`src/cc_macros.svh`:
```
// Chitchat link constants shared by the TX and RX framers
`ifndef CC_MACROS_SVH
`define CC_MACROS_SVH

// --------------------------------------------------
// Identity of this end
// --------------------------------------------------
`define CC_REV_ID        32'hC0DE_0104
`define CC_GATEWARE_TYPE 3'd2
`define CC_PROTOCOL_VER  4'd1   // RX faults on anything else

// --------------------------------------------------
// Framing
// --------------------------------------------------
// Low byte is K28.5, high byte plain data, so k = 2'b01
`define CC_COMMA         16'h3CBC

`define CC_FRAME_WORDS   11     // Comma through CRC

// Words with no comma before the link counts as lost
`define CC_LOS_WORDS     64

`endif

```
`src/cc_pkg.sv`:
```
// Chitchat link types: header word layout, frame word views, fault bit positions
package cc_pkg;

   // --------------------------------------------------
   // Header word, frame word 1
   // --------------------------------------------------
   typedef struct packed {
      logic [3:0] protocol_ver;
      logic [2:0] gateware_type;
      logic [2:0] location;
      logic [5:0] reserved;   // Sent as zero
   } cc_hdr_t;

   // One 16-bit frame word seen either as raw data or as the header
   typedef union packed {
      logic [15:0] raw;
      cc_hdr_t     hdr;
   } cc_word_u;

   // --------------------------------------------------
   // Bit positions inside ccrx_fault
   // --------------------------------------------------
   typedef enum logic [1:0] {
      FAULT_CRC = 2'd0,   // CRC mismatch on word 10
      FAULT_LEN = 2'd1,   // Comma arrived mid-frame
      FAULT_VER = 2'd2    // Protocol version mismatch
   } cc_fault_e;

endpackage

```
`src/cc_link_if.sv`:
```
// Chitchat link bundles between the top-level wrapper and the TX/RX framers
`timescale 1ns/1ps

// --------------------------------------------------
// Wrapper to TX framer
// --------------------------------------------------
interface cc_tx_if;
   logic        transmit_en;
   logic [2:0]  location;
   logic [31:0] data0;
   logic [31:0] data1;
   logic [15:0] lback_counter;   // Last frame counter seen by RX
   logic [15:0] local_counter;   // Frame now on the wire

   modport tx (
      input  transmit_en, location, data0, data1, lback_counter,
      output local_counter
   );

   modport wrap (
      output transmit_en, location, data0, data1, lback_counter,
      input  local_counter
   );
endinterface

// --------------------------------------------------
// RX framer to wrapper
// --------------------------------------------------
interface cc_rx_if;
   logic        valid;
   logic        frame_drop;
   logic [31:0] data0;
   logic [31:0] data1;
   logic [15:0] frame_counter;
   logic [15:0] lback_counter;
   logic [3:0]  protocol_ver;
   logic [2:0]  gateware_type;
   logic [2:0]  location;
   logic [31:0] rev_id;
   logic [2:0]  fault;
   logic [15:0] fault_cnt;
   logic        los;

   modport rx (
      output valid, frame_drop, data0, data1, frame_counter, lback_counter,
      output protocol_ver, gateware_type, location, rev_id, fault, fault_cnt, los
   );

   modport wrap (
      input valid, frame_drop, data0, data1, frame_counter, lback_counter,
      input protocol_ver, gateware_type, location, rev_id, fault, fault_cnt, los
   );
endinterface

```
`src/cc_crc16.sv`:
```
// CRC-16-CCITT engine folding one 16-bit frame word per enabled cycle
`timescale 1ns/1ps

module cc_crc16 (
   input  logic        gtx_tx_clk,
   input  logic        i_clear,   // Frame start, wins over i_en
   input  logic        i_en,
   input  logic [15:0] i_word,
   output logic [15:0] o_crc
);

   localparam logic [15:0] POLY = 16'h1021;
   localparam logic [15:0] SEED = 16'hFFFF;

   logic [15:0] crc_q;

   // Bitwise fold, MSB of the word first
   function automatic logic [15:0] crc_fold(input logic [15:0] crc_in,
                                            input logic [15:0] word);
      logic [15:0] c;
      logic        fb;
      c = crc_in;
      for (int i = 15; i >= 0; i--) begin
         fb = c[15] ^ word[i];
         c  = {c[14:0], 1'b0} ^ (fb ? POLY : 16'h0000);
      end
      return c;
   endfunction

   always_ff @(posedge gtx_tx_clk) begin
      if (i_clear)
         crc_q <= SEED;
      else if (i_en)
         crc_q <= crc_fold(crc_q, i_word);
   end

   assign o_crc = crc_q;

endmodule

```
`src/cc_tx.sv`:
```
// Chitchat TX framer sending comma, header, payload, counters and CRC words
`timescale 1ns/1ps
`include "cc_macros.svh"

module cc_tx (
   input  logic        gtx_tx_clk,
   input  logic        i_rst,
   cc_tx_if.tx         tx,
   output logic [15:0] o_gtx_d,
   output logic [1:0]  o_gtx_k
);

   localparam logic [3:0]  LAST_IDX = 4'(`CC_FRAME_WORDS - 1);
   localparam logic [31:0] REV_ID   = `CC_REV_ID;

   logic [3:0]       idx;           // Word driven on the next edge
   logic [15:0]      local_cnt;
   logic [31:0]      data0_s;
   logic [31:0]      data1_s;
   logic [15:0]      crc;
   logic             frame_start;
   logic             crc_en;
   cc_pkg::cc_word_u next_w;
   logic [1:0]       next_k;

   assign frame_start = (idx == 4'd0) && tx.transmit_en;
   assign crc_en      = (idx != 4'd0) && (idx != LAST_IDX);   // Words 1 to 9

   // --------------------------------------------------
   // Next word on the wire
   // --------------------------------------------------
   always_comb begin
      next_w.raw = '0;
      next_k     = 2'b00;
      case (idx)
         4'd0: begin
            next_w.raw = `CC_COMMA;   // Also the idle fill
            next_k     = 2'b01;
         end
         4'd1: begin
            next_w.hdr.protocol_ver  = `CC_PROTOCOL_VER;
            next_w.hdr.gateware_type = `CC_GATEWARE_TYPE;
            next_w.hdr.location      = tx.location;
            next_w.hdr.reserved      = '0;
         end
         4'd2:    next_w.raw = REV_ID[31:16];
         4'd3:    next_w.raw = REV_ID[15:0];
         4'd4:    next_w.raw = data0_s[31:16];
         4'd5:    next_w.raw = data0_s[15:0];
         4'd6:    next_w.raw = data1_s[31:16];
         4'd7:    next_w.raw = data1_s[15:0];
         4'd8:    next_w.raw = local_cnt;
         4'd9:    next_w.raw = tx.lback_counter;   // Live value, freshest echo
         default: next_w.raw = crc;                // Word 10
      endcase
   end

   // --------------------------------------------------
   // Sequencer and output register
   // --------------------------------------------------
   always_ff @(posedge gtx_tx_clk) begin
      if (i_rst) begin
         idx       <= '0;
         local_cnt <= '0;
         o_gtx_d   <= `CC_COMMA;
         o_gtx_k   <= 2'b01;
      end else begin
         o_gtx_d <= next_w.raw;
         o_gtx_k <= next_k;
         if (idx == 4'd0) begin
            if (tx.transmit_en) begin   // Otherwise keep sending commas
               idx       <= 4'd1;
               local_cnt <= local_cnt + 16'd1;
            end
         end else if (idx == LAST_IDX) begin
            idx <= '0;
         end else begin
            idx <= idx + 4'd1;
         end
      end
   end

   // Payload frozen for the whole frame
   always_ff @(posedge gtx_tx_clk) begin
      if (frame_start) begin
         data0_s <= tx.data0;
         data1_s <= tx.data1;
      end
   end

   cc_crc16 u_crc (
      .gtx_tx_clk (gtx_tx_clk),
      .i_clear    (frame_start),
      .i_en       (crc_en),
      .i_word     (next_w.raw),
      .o_crc      (crc)
   );

   assign tx.local_counter = local_cnt;

endmodule

```
`src/cc_rx.sv`:
```
// Chitchat RX framer with comma alignment, frame checks and loss-of-signal watchdog
`timescale 1ns/1ps
`include "cc_macros.svh"

module cc_rx (
   input  logic        gtx_tx_clk,
   input  logic        i_rst,
   input  logic [15:0] i_gtx_d,
   input  logic [1:0]  i_gtx_k,
   cc_rx_if.rx         rx
);

   localparam logic [3:0]       LAST_IDX = 4'(`CC_FRAME_WORDS - 1);
   localparam int               LOS_W    = $clog2(`CC_LOS_WORDS + 1);
   localparam logic [LOS_W-1:0] LOS_LAST = LOS_W'(`CC_LOS_WORDS - 1);

   cc_pkg::cc_word_u d_r;
   logic [1:0]       k_r;
   logic             is_comma;
   logic [3:0]       nidx;          // Index of the word in d_r, 0 when unaligned
   logic             in_body;
   logic             frame_end;
   logic             truncated;
   logic [15:0]      crc;
   logic             crc_bad;
   logic [2:0]       fault_n;
   logic             good;
   logic             bad;
   logic [15:0]      fault_cnt_q;
   logic [LOS_W-1:0] los_cnt;

   // Frame fields collected word by word
   cc_pkg::cc_hdr_t  hdr_s;
   logic             ver_bad_s;
   logic [31:0]      rev_s;
   logic [31:0]      d0_s;
   logic [31:0]      d1_s;
   logic [15:0]      fc_s;
   logic [15:0]      lb_s;

   always_ff @(posedge gtx_tx_clk) begin
      if (i_rst) begin
         d_r.raw <= '0;
         k_r     <= '0;
      end else begin
         d_r.raw <= i_gtx_d;
         k_r     <= i_gtx_k;
      end
   end

   assign is_comma  = (k_r == 2'b01) && (d_r.raw == `CC_COMMA);
   assign in_body   = !is_comma && (nidx != 4'd0) && (nidx != LAST_IDX);
   assign frame_end = !is_comma && (nidx == LAST_IDX);
   assign truncated = is_comma && (nidx > 4'd1);   // Header seen, frame cut short
   assign crc_bad   = (crc != d_r.raw);

   always_comb begin
      fault_n                    = '0;
      fault_n[cc_pkg::FAULT_CRC] = frame_end && crc_bad;
      fault_n[cc_pkg::FAULT_LEN] = truncated;
      fault_n[cc_pkg::FAULT_VER] = (frame_end || truncated) && ver_bad_s;
   end

   assign good = frame_end && (fault_n == '0);
   assign bad  = (fault_n != '0);

   // --------------------------------------------------
   // Word alignment
   // --------------------------------------------------
   always_ff @(posedge gtx_tx_clk) begin
      if (i_rst)
         nidx <= '0;
      else if (is_comma)
         nidx <= 4'd1;
      else if (nidx == LAST_IDX)
         nidx <= '0;   // Wait for the next comma
      else if (nidx != 4'd0)
         nidx <= nidx + 4'd1;
   end

   always_ff @(posedge gtx_tx_clk) begin
      if (!is_comma) begin
         case (nidx)
            4'd1: begin
               hdr_s     <= d_r.hdr;
               ver_bad_s <= (d_r.hdr.protocol_ver != `CC_PROTOCOL_VER);
            end
            4'd2:    rev_s[31:16] <= d_r.raw;
            4'd3:    rev_s[15:0]  <= d_r.raw;
            4'd4:    d0_s[31:16]  <= d_r.raw;
            4'd5:    d0_s[15:0]   <= d_r.raw;
            4'd6:    d1_s[31:16]  <= d_r.raw;
            4'd7:    d1_s[15:0]   <= d_r.raw;
            4'd8:    fc_s         <= d_r.raw;
            4'd9:    lb_s         <= d_r.raw;
            default: ;
         endcase
      end
   end

   cc_crc16 u_crc (
      .gtx_tx_clk (gtx_tx_clk),
      .i_clear    (is_comma),
      .i_en       (in_body),
      .i_word     (d_r.raw),
      .o_crc      (crc)
   );

   // --------------------------------------------------
   // Frame result
   // --------------------------------------------------
   always_ff @(posedge gtx_tx_clk) begin
      if (i_rst) begin
         rx.valid         <= 1'b0;
         rx.frame_drop    <= 1'b0;
         rx.fault         <= '0;
         rx.frame_counter <= '0;
         rx.lback_counter <= '0;
         fault_cnt_q      <= '0;
      end else begin
         rx.valid      <= good;   // One-cycle pulses
         rx.frame_drop <= bad;
         if (frame_end || truncated)
            rx.fault <= fault_n;
         if (bad)
            fault_cnt_q <= fault_cnt_q + 16'd1;
         if (good) begin
            rx.frame_counter <= fc_s;
            rx.lback_counter <= lb_s;
         end
      end
   end

   always_ff @(posedge gtx_tx_clk) begin
      if (good) begin
         rx.data0         <= d0_s;
         rx.data1         <= d1_s;
         rx.rev_id        <= rev_s;
         rx.protocol_ver  <= hdr_s.protocol_ver;
         rx.gateware_type <= hdr_s.gateware_type;
         rx.location      <= hdr_s.location;
      end
   end

   assign rx.fault_cnt = fault_cnt_q;

   // --------------------------------------------------
   // Loss of signal
   // --------------------------------------------------
   always_ff @(posedge gtx_tx_clk) begin
      if (i_rst) begin
         los_cnt <= '0;
         rx.los  <= 1'b1;   // Lost until a good frame proves otherwise
      end else begin
         if (is_comma)
            los_cnt <= '0;
         else if (los_cnt != LOS_LAST)
            los_cnt <= los_cnt + 1'b1;
         if (good)
            rx.los <= 1'b0;
         else if (!is_comma && los_cnt == LOS_LAST)
            rx.los <= 1'b1;
      end
   end

endmodule

```
`src/cc_txrx_wrap.sv`:
```
// Chitchat link top joining TX and RX framers, with payload latches and loop latency
`timescale 1ns/1ps

module cc_txrx_wrap (
   input  logic        gtx_tx_clk,
   input  logic        i_rst,

   input  logic        i_tx_transmit_en,
   input  logic [2:0]  i_tx_location,
   input  logic        i_tx_valid0,
   input  logic        i_tx_valid1,
   input  logic [31:0] i_tx_data0,
   input  logic [31:0] i_tx_data1,

   input  logic [15:0] i_gtx_rx_d,
   input  logic [1:0]  i_gtx_rx_k,
   output logic [15:0] o_gtx_tx_d,
   output logic [1:0]  o_gtx_tx_k,

   output logic        o_rx_valid,
   output logic        o_ccrx_frame_drop,
   output logic [31:0] o_rx_data0,
   output logic [31:0] o_rx_data1,
   output logic [15:0] o_rx_frame_counter,
   output logic [3:0]  o_rx_protocol_ver,
   output logic [2:0]  o_rx_gateware_type,
   output logic [2:0]  o_rx_location,
   output logic [31:0] o_rx_rev_id,
   output logic [2:0]  o_ccrx_fault,
   output logic [15:0] o_ccrx_fault_cnt,
   output logic        o_ccrx_los,
   output logic [15:0] o_txrx_latency
);

   cc_tx_if tx_if ();
   cc_rx_if rx_if ();

   logic [31:0] tx_data0_q;
   logic [31:0] tx_data1_q;
   logic        tx_en_q;
   logic [2:0]  tx_loc_q;
   logic [15:0] latency_q;

   // --------------------------------------------------
   // TX side
   // --------------------------------------------------
   // A newer strobe before frame start overwrites the older word
   always_ff @(posedge gtx_tx_clk) begin
      if (i_tx_valid0)
         tx_data0_q <= i_tx_data0;
      if (i_tx_valid1)
         tx_data1_q <= i_tx_data1;
   end

   always_ff @(posedge gtx_tx_clk) begin
      if (i_rst) begin
         tx_en_q  <= 1'b0;
         tx_loc_q <= '0;
      end else begin
         tx_en_q  <= i_tx_transmit_en;
         tx_loc_q <= i_tx_location;
      end
   end

   assign tx_if.transmit_en   = tx_en_q;
   assign tx_if.location      = tx_loc_q;
   assign tx_if.data0         = tx_data0_q;
   assign tx_if.data1         = tx_data1_q;
   assign tx_if.lback_counter = rx_if.frame_counter;   // Echo to far end

   cc_tx u_tx (
      .gtx_tx_clk (gtx_tx_clk),
      .i_rst      (i_rst),
      .tx         (tx_if.tx),
      .o_gtx_d    (o_gtx_tx_d),
      .o_gtx_k    (o_gtx_tx_k)
   );

   // --------------------------------------------------
   // RX side
   // --------------------------------------------------
   cc_rx u_rx (
      .gtx_tx_clk (gtx_tx_clk),
      .i_rst      (i_rst),
      .i_gtx_d    (i_gtx_rx_d),
      .i_gtx_k    (i_gtx_rx_k),
      .rx         (rx_if.rx)
   );

   // Round trip in frames, from our own counter echoed back
   always_ff @(posedge gtx_tx_clk) begin
      if (i_rst)
         latency_q <= '0;
      else if (rx_if.valid)
         latency_q <= tx_if.local_counter - rx_if.lback_counter;
   end

   // Good frames and drops leave on separate strobes
   assign o_rx_valid         = rx_if.valid;
   assign o_ccrx_frame_drop  = rx_if.frame_drop;
   assign o_rx_data0         = rx_if.data0;
   assign o_rx_data1         = rx_if.data1;
   assign o_rx_frame_counter = rx_if.frame_counter;
   assign o_rx_protocol_ver  = rx_if.protocol_ver;
   assign o_rx_gateware_type = rx_if.gateware_type;
   assign o_rx_location      = rx_if.location;
   assign o_rx_rev_id        = rx_if.rev_id;
   assign o_ccrx_fault       = rx_if.fault;
   assign o_ccrx_fault_cnt   = rx_if.fault_cnt;
   assign o_ccrx_los         = rx_if.los;
   assign o_txrx_latency     = latency_q;

endmodule

```
`config.mk`:
```
export PLATFORM = sky130hd
export DESIGN_NAME = cc_txrx_wrap
export DESIGN_NICKNAME = d
export VERILOG_FILES = /design/src/cc_pkg.sv /design/src/cc_link_if.sv /design/src/cc_crc16.sv /design/src/cc_tx.sv /design/src/cc_rx.sv /design/src/cc_txrx_wrap.sv
export VERILOG_INCLUDE_DIRS = /design/src
export SDC_FILE = /design/constraint.sdc
export NUM_CORES = 1
export LEC_CHECK = 0
export BUFFER_PORTS_ARGS = -buffer_cell sky130_fd_sc_hd__buf_2
export CORE_ASPECT_RATIO = 2
export CORE_UTILIZATION = 64
export CTS_BUF_LIST = sky130_fd_sc_hd__clkbuf_8
export DETAILED_ROUTE_END_ITERATION = 8
export HOLD_SLACK_MARGIN = 0.05
export PLACE_DENSITY = 0.87
export SLEW_MARGIN = 15
export SYNTH_ARGS = -nofsm -noshare
export SYNTH_HDL_FRONTEND = slang
export SYNTH_HIERARCHICAL = 1
export SYNTH_SLANG_ARGS = --single-unit
```
`constraint.sdc`:
```
create_clock -name gtx_tx_clk -period 6.4 [get_ports gtx_tx_clk]
set_input_delay 1.28 -clock gtx_tx_clk [delete_from_list [all_inputs] [get_ports gtx_tx_clk]]
set_output_delay 1.28 -clock gtx_tx_clk [all_outputs]
set_load 0.02 [all_outputs]
```
==> Yosys cells after proc, flatten, opt, wreduce, memory -nomap -nowiden <==
Cells that the tools add are included.
{ "word_totals": {"ff_bits": 546} }
{ "classes": {"addsub": 6, "magnitude_cmp": 1, "n_eq_ne": 29, "muxes": 42, "bitwise_logic": 65, "n_reduce_logical": 32} }
{ "ops": {"columns": ["operator", "count"], "rows": [
  ["bitwise XOR 16 x 13 -> 16 bit", 32],
  ["two-way mux 13 bit", 32],
  ["one-hot mux 16 bit (10 select lines)", 1],
  ["adder 16 x 1 -> 16 bit, second input constant", 2],
  ["== test 4 x 3 -> 1 bit, second input constant", 8],
  ["bitwise XOR 1 bit", 32],
  ["== test 4 bit, second input constant", 6],
  ["AND reduction 2 bit", 10],
  ["== test 16 x 14 -> 1 bit, second input constant", 1],
  ["== test 4 x 2 -> 1 bit, second input constant", 4],
  ["!= test 16 bit", 1],
  ["subtractor 16 bit", 1],
  ["two-way mux 4 bit", 3],
  ["logical AND 1 bit", 11],
  ["adder 4 x 1 -> 4 bit, second input constant", 2],
  ["== test 4 x 1 -> 1 bit, second input constant", 2],
  ["!= test 4 bit, second input constant", 2],
  ["nonzero test 4 bit", 2],
  ["adder 7 x 1 -> 7 bit, second input constant", 1],
  ["== test 7 x 6 -> 1 bit, second input constant", 1],
  ["!= test 7 x 6 -> 1 bit, second input constant", 1],
  ["two-way mux 1 bit", 6],
  ["nonzero test 3 bit", 2],
  ["> comparator 4 x 1 -> 1 bit, second input constant", 1],
  ["11 further kinds", 11]
]} }

==> Depth between registers and ports, before layout <==
Gate-level depths: netlist of the first run.
{ "depth": {"word_depth": 50, "mapped_depth": 13, "mapped_depth_nobuf": 10} }

==> Hierarchy <==
Netlist of the first run, hierarchy kept.
{ "modules_own_cells": {"columns": ["mod", "n_inst", "cells_per_inst", "area_per_inst_um2"], "rows": [
  ["cc_rx", 1, 625, 10900.5],
  ["cc_tx", 1, 404, 4568.1],
  ["cc_txrx_wrap", 1, 251, 3454.6],
  ["cc_crc16", 2, 113, 1113.6]
]} }

==> Least setup slack after synthesis of the first run <==
OpenSTA, ideal clock, no wires.
{ "synth_path": {"path_type": "register to register", "from": "register u_tx.idx[3]", "to": "register u_tx.u_crc.crc_q[7], in the netlist u_tx/u_crc/o_crc[7]", "setup_ns": 0.134, "arrival_time_ns": 3.133, "required_ns": 6.266, "slack_ns": 3.134, "stages_incl_launch_ff": 13, "n_path_buf": 2, "synth_period_minus_slack_ns": 3.266, "cell_sequence": "dfxtp_1 > buf_6 > clkbuf_1 > and3b_1 > a32o_1 > a2111oi_0 > o21ai_0 > xnor2_1 > xnor3_2 > xnor2_2 > or2_2 > a311oi_1 > a41oi_1"} }
{ "synth_rtl": {"columns": ["item", "line", "rtl"], "rows": [
  ["start, declared", "cc_tx.sv:16", "logic [3:0] idx;"],
  ["start signal, assigned", "cc_tx.sv:78", "idx <= idx + 4'd1;"],
  ["end signal, assigned", "cc_crc16.sv:34", "crc_q <= crc_fold(crc_q, i_word);"],
  ["end, declared", "cc_crc16.sv:15", "logic [15:0] crc_q;"]
]} }

==> flow_summary.ini, run 1 <==
[run_status]
status = complete, no violations

[critical_path]
endpoint_kind = flip-flop
cp-start-kind = flip-flop
cp_max_fo = 35
required_ns = 6.90
rr_worst_depth = 11
r2r-end = u_tx/u_crc/o_crc[7]
r2r-start = u_tx/idx[2]
worst_ep_arrival_time_ns = 4.60
crit_type = flip-flop to flip-flop
crit_start = u_tx/idx[2]
reg2reg_slack_ns = 2.30

[routing]
wl_mm = 56.2
vias_per_cell = 5.95
final_antenna_net_count = 0
dr_total_vias = 13700
drt_iter0_drc = 943
wl_per_cell_um = 24.5
drc = 0
dr.pass1.iters = 7

[grt]
grt_util_met1_pct = 33.4
top_usage_layer = met2
grt_pass1_vias = 13800
grt.total_usage_pct = 34.1
grt_use_met3_pct = 8.10
antenna_found_initial = 8
grt_start_max_net_pins = 125
grt_pass1_wl_mm = 82.1
overflow = 0
global_route.usage.met2_pct = 59.9

[logic_synthesis]
synthAdderAreaFrac_pct = 1.46
synth_mux_area_share_pct = 2.63
synth-main-ff-cell = edfxtp_1
synth.top_cells.by_area = edfxtp_1 (53%), dfxtp_1 (16%), xnor2_1 (2.8%), mux2i_1 (2.4%), nor2_1 (2.3%)
synth_edf_count = 373
synth_cell_types = 92
yosys.area_share.xor_xnor_pct = 6.05
synthesis.area_um2 = 21200
avgSynthCellArea_um2 = 14.0
ys_warn_count = 6
synthSimpleGateAreaFrac_pct = 10.2
synth_compound_area_share_pct = 8.30
synth_top_family_by_area = simple AND/OR/NAND/NOR gates
synth_seq_cells = 545
seq_area_frac_synth_pct = 69.2
syn-instance-count = 1506
synthArstFlopShare_pct = 0
syn_nets = 1620
synth_top_cell_by_area = edfxtp_1
synth_top_area_share_pct = 53.0

[timing]
min_period_over_period_pct = 64.1
max_clock_freq_mhz = 244
fin_skew_ns = 0.0278
worst_slack_ns = 2.30
slew_headroom_pct = 17.1
fin_crit_ns = 4.10
worstMarginPinSlew_ns = 1.23
fin_setup_tns_ns = 0
setup_violations = 0
slew_viol_final = 0
rsz0062_at_grt = false
hold_viol_final = 0

[placed_design]
gp_congestion = 0.990
pre_cts_ws_ns = 2.14
dp_cells = 2153
post_dp_cell_area_um2 = 22900
dp_hpwl_mm = 39.8
portBuffers = 266

[hold_path]
hp-start = u_rx/rev_s[18]
whs_endpoint = u_rx/rx.rev_id[18]
hold_class = flip-flop to flip-flop
holdPathStages = 0

[clock_tree]
clockRootBuffer = clkbuf_8
clock_path_buffers = 3
ctsHoldBuffers = 0
path_clk_slew_ns = 0.07
cts_resized = 0
cts_buffers = 73
cts_max_level = 3
clk_latency_ns = 0.65
post-cts-setup-buffers = 0
cts_tree = done
clock_sinks = 545

[floorplanning]
dieArea_um2 = 33800
die_h_um = 259
core_area_um2 = 32300
top_level_ports = 268
dieWidth_um = 131
fp-row-count = 93
initial_core_util_pct = 65.4

[power_and_ir_drop]
p_leak_nw = 9.12
ir_drop_mv = 0.259
power.density_nw_per_um2 = 385
total_power_w = 0.00938

[layout]
fin_nets = 1915
final_common_cell = edfxtp_1
drive_above_1_share_pct = 22.9
stdcell_count = 2296
fin_area_um2 = 24300
num-fill-cells = 2060
layout_common_cells = edfxtp_1 (373), buf_2 (265), dfxtp_1 (171)
syn2layout_area_growth_pct = 15.1

[run]
cap_viol_max_count = 0
## state kept, by name, summed over array words and instances, names as in the netlist, 32 cells and up
| register | flops |
|---|---|
| tx_data0_q | 32 |
| tx_data1_q | 32 |
| u_rx/d0_s | 32 |
| u_rx/d1_s | 32 |
| u_rx/rev_s | 32 |
| u_rx/rx.data0 | 32 |
| u_rx/rx.data1 | 32 |
| u_rx/rx.rev_id | 32 |
| u_tx/data0_s | 32 |
| u_tx/data1_s | 32 |
## cell families after synthesis
logic type               count (synthesis)
flip-flops                             545
AND/OR/NAND/NOR                        406
AO/OA/AOI/OAI                          252
XOR/XNOR                               124
buffers and inverters                   99
multiplexers                            55
adder cells (fa/ha/maj)                 24
other                                    1
## worst max-delay path: stages (launching register included)
cell and delay (ns):
dfxtp_2 0.81, buf_4 0.30, nand2b_1 0.13, nor3_1 0.79
a2111oi_0 0.20, o21ai_0 0.18, xnor2_1 0.24, xnor3_2 0.47
xnor2_2 0.19, or2_2 0.30, a311oi_1 0.28, a41oi_1 0.07
## power by group
part	switching (W)	internal (W)	leakage [nW]
sequential	0.000216	0.00401	4.85
combinational	0.00136	0.00120	3.42
clock	0.00128	0.00132	0.855
## stage by stage
stage / hold slack (ns) / util (%)
after floorplan: 0.400 / -
after global placement: 0.400 / 70.7
after detailed placement: 0.405 / 70.7
after CTS: 0.404 / 75.2
after global routing: 0.414 / 75.2
final: 0.402 / 75.2
## Yosys cell counts (all sizes together) (11+ instances only)
library cell    n
a211o          21
a21oi          69
and3           23
buf            20
clkbuf         41
dfxtp         172
edfxtp        373
ha             23
inv            34
mux2i          50
nand2          53
nand2b         14
nand3          26
nand3b         16
nand4          15
nor2          129
nor2b          41
nor3           19
o21ai          39
or2            11
or3            13
xnor2          74
xor2           40
## area by class of cell
type / instances / area, µm² / area share, %
Multi-Input combinational cell: 862 / 6060 / 24.9
Tap cell: 427 / 534 / 2.20
Clock inverter: 58 / 390 / 1.60
Antenna cell: 7 / 17.5 / 0.0720
Clock buffer: 78 / 1070 / 4.41
Timing Repair Buffer: 281 / 1460 / 5.99
Inverter: 38 / 155 / 0.637
Sequential cell: 545 / 14600 / 60.2
## how the worst max path moves through the flow
stage / slack, ns / cells past startpoint / end
floorplan: 3.13 / 12 / u_tx/u_crc/o_crc[7]
global placement: 2.21 / 10 / u_tx/u_crc/o_crc[7]
detailed placement: 2.14 / 10 / u_tx/u_crc/o_crc[7]
CTS: 2.12 / 10 / u_tx/u_crc/o_crc[7]
global route: 2.06 / 11 / u_tx/u_crc/o_crc[13]
finish: 2.30 / 11 / u_tx/u_crc/o_crc[7]
## routing by layer
layer / wire (µm) / vias to the layer above
met5: 23 / -
met4: 4570 / 4
met3: 3570 / 220
met2: 29800 / 647
met1: 18300 / 6602
li1: - / 6198
Note: power is estimated with default switching activity, not from simulation.
==> run 2, diff against run 1 <==
- ABC_AREA: unset -> 1
- CORE_UTILIZATION: 64 -> 54
- PLACE_DENSITY: 0.87 -> 0.78
- clock period: 6.4 -> 3.4 ns (I/O delays scaled with it)
==> run 2 against run 1 <==
Against the previous run: total power rose by 62%; sequential power grew 80%; final area up 5.7%; area after synthesis is 5.2% higher; highest routed layer is now met4.
==> flow_summary.ini, run 2 <==
[floorplanning]
core_area_um2 = 40500
initial_core_util_pct = 55.0
fp-row-count = 104
dieArea_um2 = 42100
die_h_um = 289
top_level_ports = 268
dieWidth_um = 146

[layout]
drive_above_1_share_pct = 20.7
fin_nets = 2595
final_common_cell = nand2_1
syn2layout_area_growth_pct = 15.6
fin_area_um2 = 25700
layout_common_cells = nand2_1 (560), edfxtp_1 (373), inv_1 (313)

[critical_path]
worstPathCellList = nor2_1 -> nand3_2 -> nor2_4 -> nand2_4 -> inv_1 -> nor3_1 -> buf_4 -> clkinv_1 -> a21oi_1 -> o21ai_0
crit_type = flip-flop to flip-flop
cp_max_fo = 17
cp-start-kind = flip-flop
endpoint_kind = flip-flop
slowest_delay_ns = 0.77
worst_ep_arrival_time_ns = 3.53
critPathTopFamily = buffers and inverters
cp_num_buf_inv = 3
required_ns = 3.89
cp_slowest_cell = dfxtp_1

[clock_tree]
clock_path_buffers = 3
cts_tree = done
cts_buffers = 75
ctsHoldBuffers = 0
clockRootBuffer = clkbuf_8
clk_latency_ns = 0.65
path_clk_slew_ns = 0.07
clock_sinks = 545
cts_max_level = 3
post-cts-setup-buffers = 0

[placed_design]
pre_cts_ws_ns = 0.234
post_dp_cell_area_um2 = 24200
portBuffers = 266
gp_congestion = 0.978
dp_hpwl_mm = 42.9

[power_and_ir_drop]
total_power_w = 0.0152
p_leak_nw = 10.9
power.density_nw_per_um2 = 590
ir_drop_mv = 0.390

[logic_synthesis]
synthTopCellsByCount = nand2_1 (560), edfxtp_1 (373), inv_1 (286)
synthSimpleGateAreaFrac_pct = 20.9
synthesis.area_um2 = 22200
synthArstFlopShare_pct = 0
avgSynthCellArea_um2 = 10.3
synth_cell_types = 45
yosys.area_share.xor_xnor_pct = 2.65
synth_mux_area_share_pct = 0
synth_top_family_by_area = simple AND/OR/NAND/NOR gates
synth-main-ff-cell = edfxtp_1
synth.most_common_cell = nand2_1
synth_top_area_share_pct = 50.3
synth_seq_cells = 545
synthAdderAreaFrac_pct = 1.38
seq_area_frac_synth_pct = 65.8
syn_nets = 2267
syn-instance-count = 2153
synth_compound_area_share_pct = 2.76
synth.top_cells.by_area = edfxtp_1 (50%), dfxtp_1 (15%), nand2_1 (9.4%), inv_1 (4.8%), nor2_1 (3.8%)
synth_top_cell_by_area = edfxtp_1
synth_edf_count = 373
ys_warn_count = 6

[routing]
drc = 0
final_antenna_net_count = 0
drt_iter0_drc = 1052
vias_per_cell = 5.21
dr.pass1.iters = 7
wl_mm = 58.8
dr_total_vias = 16000
wl_per_cell_um = 19.1

[run_status]
status = complete, no violations

[hold_path]
hold_class = input port to flip-flop

[grt]
grt_pass1_wl_mm = 87.2
grt.total_usage_pct = 27.9
overflow = 0
antenna_found_initial = 2
grt_pass1_vias = 15900
grt_start_max_net_pins = 87

[timing]
hold_viol_final = 0
setup_violations = 0
worst_slack_ns = 0.361
slew_headroom_pct = 36.4
slew_viol_final = 0
min_period_over_period_pct = 89.4
worstMarginPinSlew_ns = 0.952
max_clock_freq_mhz = 329
fin_setup_tns_ns = 0
rsz0062_at_grt = false
fin_crit_ns = 3.04
fin_skew_ns = 0.0338

[run]
cap_viol_max_count = 0
run 2: cell types whose count changed after synthesis, sizes merged, moves of 41 or more:
cell	delta
inv	+264
nand2	+573
xnor2	-44
nor2b	-41
mux2i	-50
nor2	+114
nand3	+84
run 2: cells by family after synthesis:
group | after synthesis
adders and majority gates | 24
other | 1
AOI/OAI and AO/OA | 112
buffers and inverters | 348
xor gates and xnor gates | 64
DFF | 545
and+or+nand+nor | 1059
run 2: area by class of cell:
cell class                      count  area (µm²)
Fill cell                        3185       14700
Sequential cell                   545       14600
Multi-Input combinational cell   1260        6180
Timing Repair Buffer              295        1570
Inverter                          304        1150
Clock buffer                       80        1100
Tap cell                          530         663
Clock inverter                     58         409
Antenna cell                        2        5.00
run 2: stage by stage:
step,hold slack [ns],cells,util (%)
floorplan,0.400,2153,-
global route,0.159,3074,63.6
CTS,0.138,3072,63.5
finish,0.197,3074,63.6
global placement,0.400,2934,59.8
detailed placement,0.405,2934,59.8
run 2: worst register-to-register path, stage by stage (launching register included):
cell      delay (ns)
dfxtp_1         0.77
nor2_1          0.22
nand3_2         0.16
nor2_4          0.06
nand2_4         0.13
inv_1           0.11
nor3_1          0.17
buf_4           0.27
clkinv_1        0.54
a21oi_1         0.33
o21ai_0         0.13
run 2: where the power goes:
group          internal [W]  leakage (nW)  switching (W)  total (W)
combinational      0.000812          5.44        0.00174    0.00256
sequential          0.00738          4.61       0.000227    0.00761
clock               0.00253         0.859        0.00249    0.00502
run 2: final timing paths:
kind / slack (ns) / start / depth (start not counted) / to
worst max-delay path: 0.36 / u_rx/d_r[15] / 10 / u_rx/u_crc/o_crc[4]
worst min-delay path: 0.20 / i_tx_data1[11] / 1 / tx_data1_q[11]
worst min register to register: 0.41 / u_rx/d0_s[23] / 0 / u_rx/rx.data0[23]
worst max register to register: 0.36 / u_rx/d_r[15] / 10 / u_rx/u_crc/o_crc[4]
run 2: repair_timing:
action                                  4_1_cts  5_1_grt
hold endpoints to repair                      0        0
gates resized for setup                       0        1
endpoints found under the setup margin        0        2
run 2: per-layer routing:
metal / GRT usage [%] / vias up / wire length [µm]
met5: 0 / - / 0
met4: 18.6 / 0 / 3470
met1: 27.2 / 7560 / 19400
met2: 53.8 / 650 / 32900
met3: 4.35 / 185 / 3020
li1: - / 7615 / -
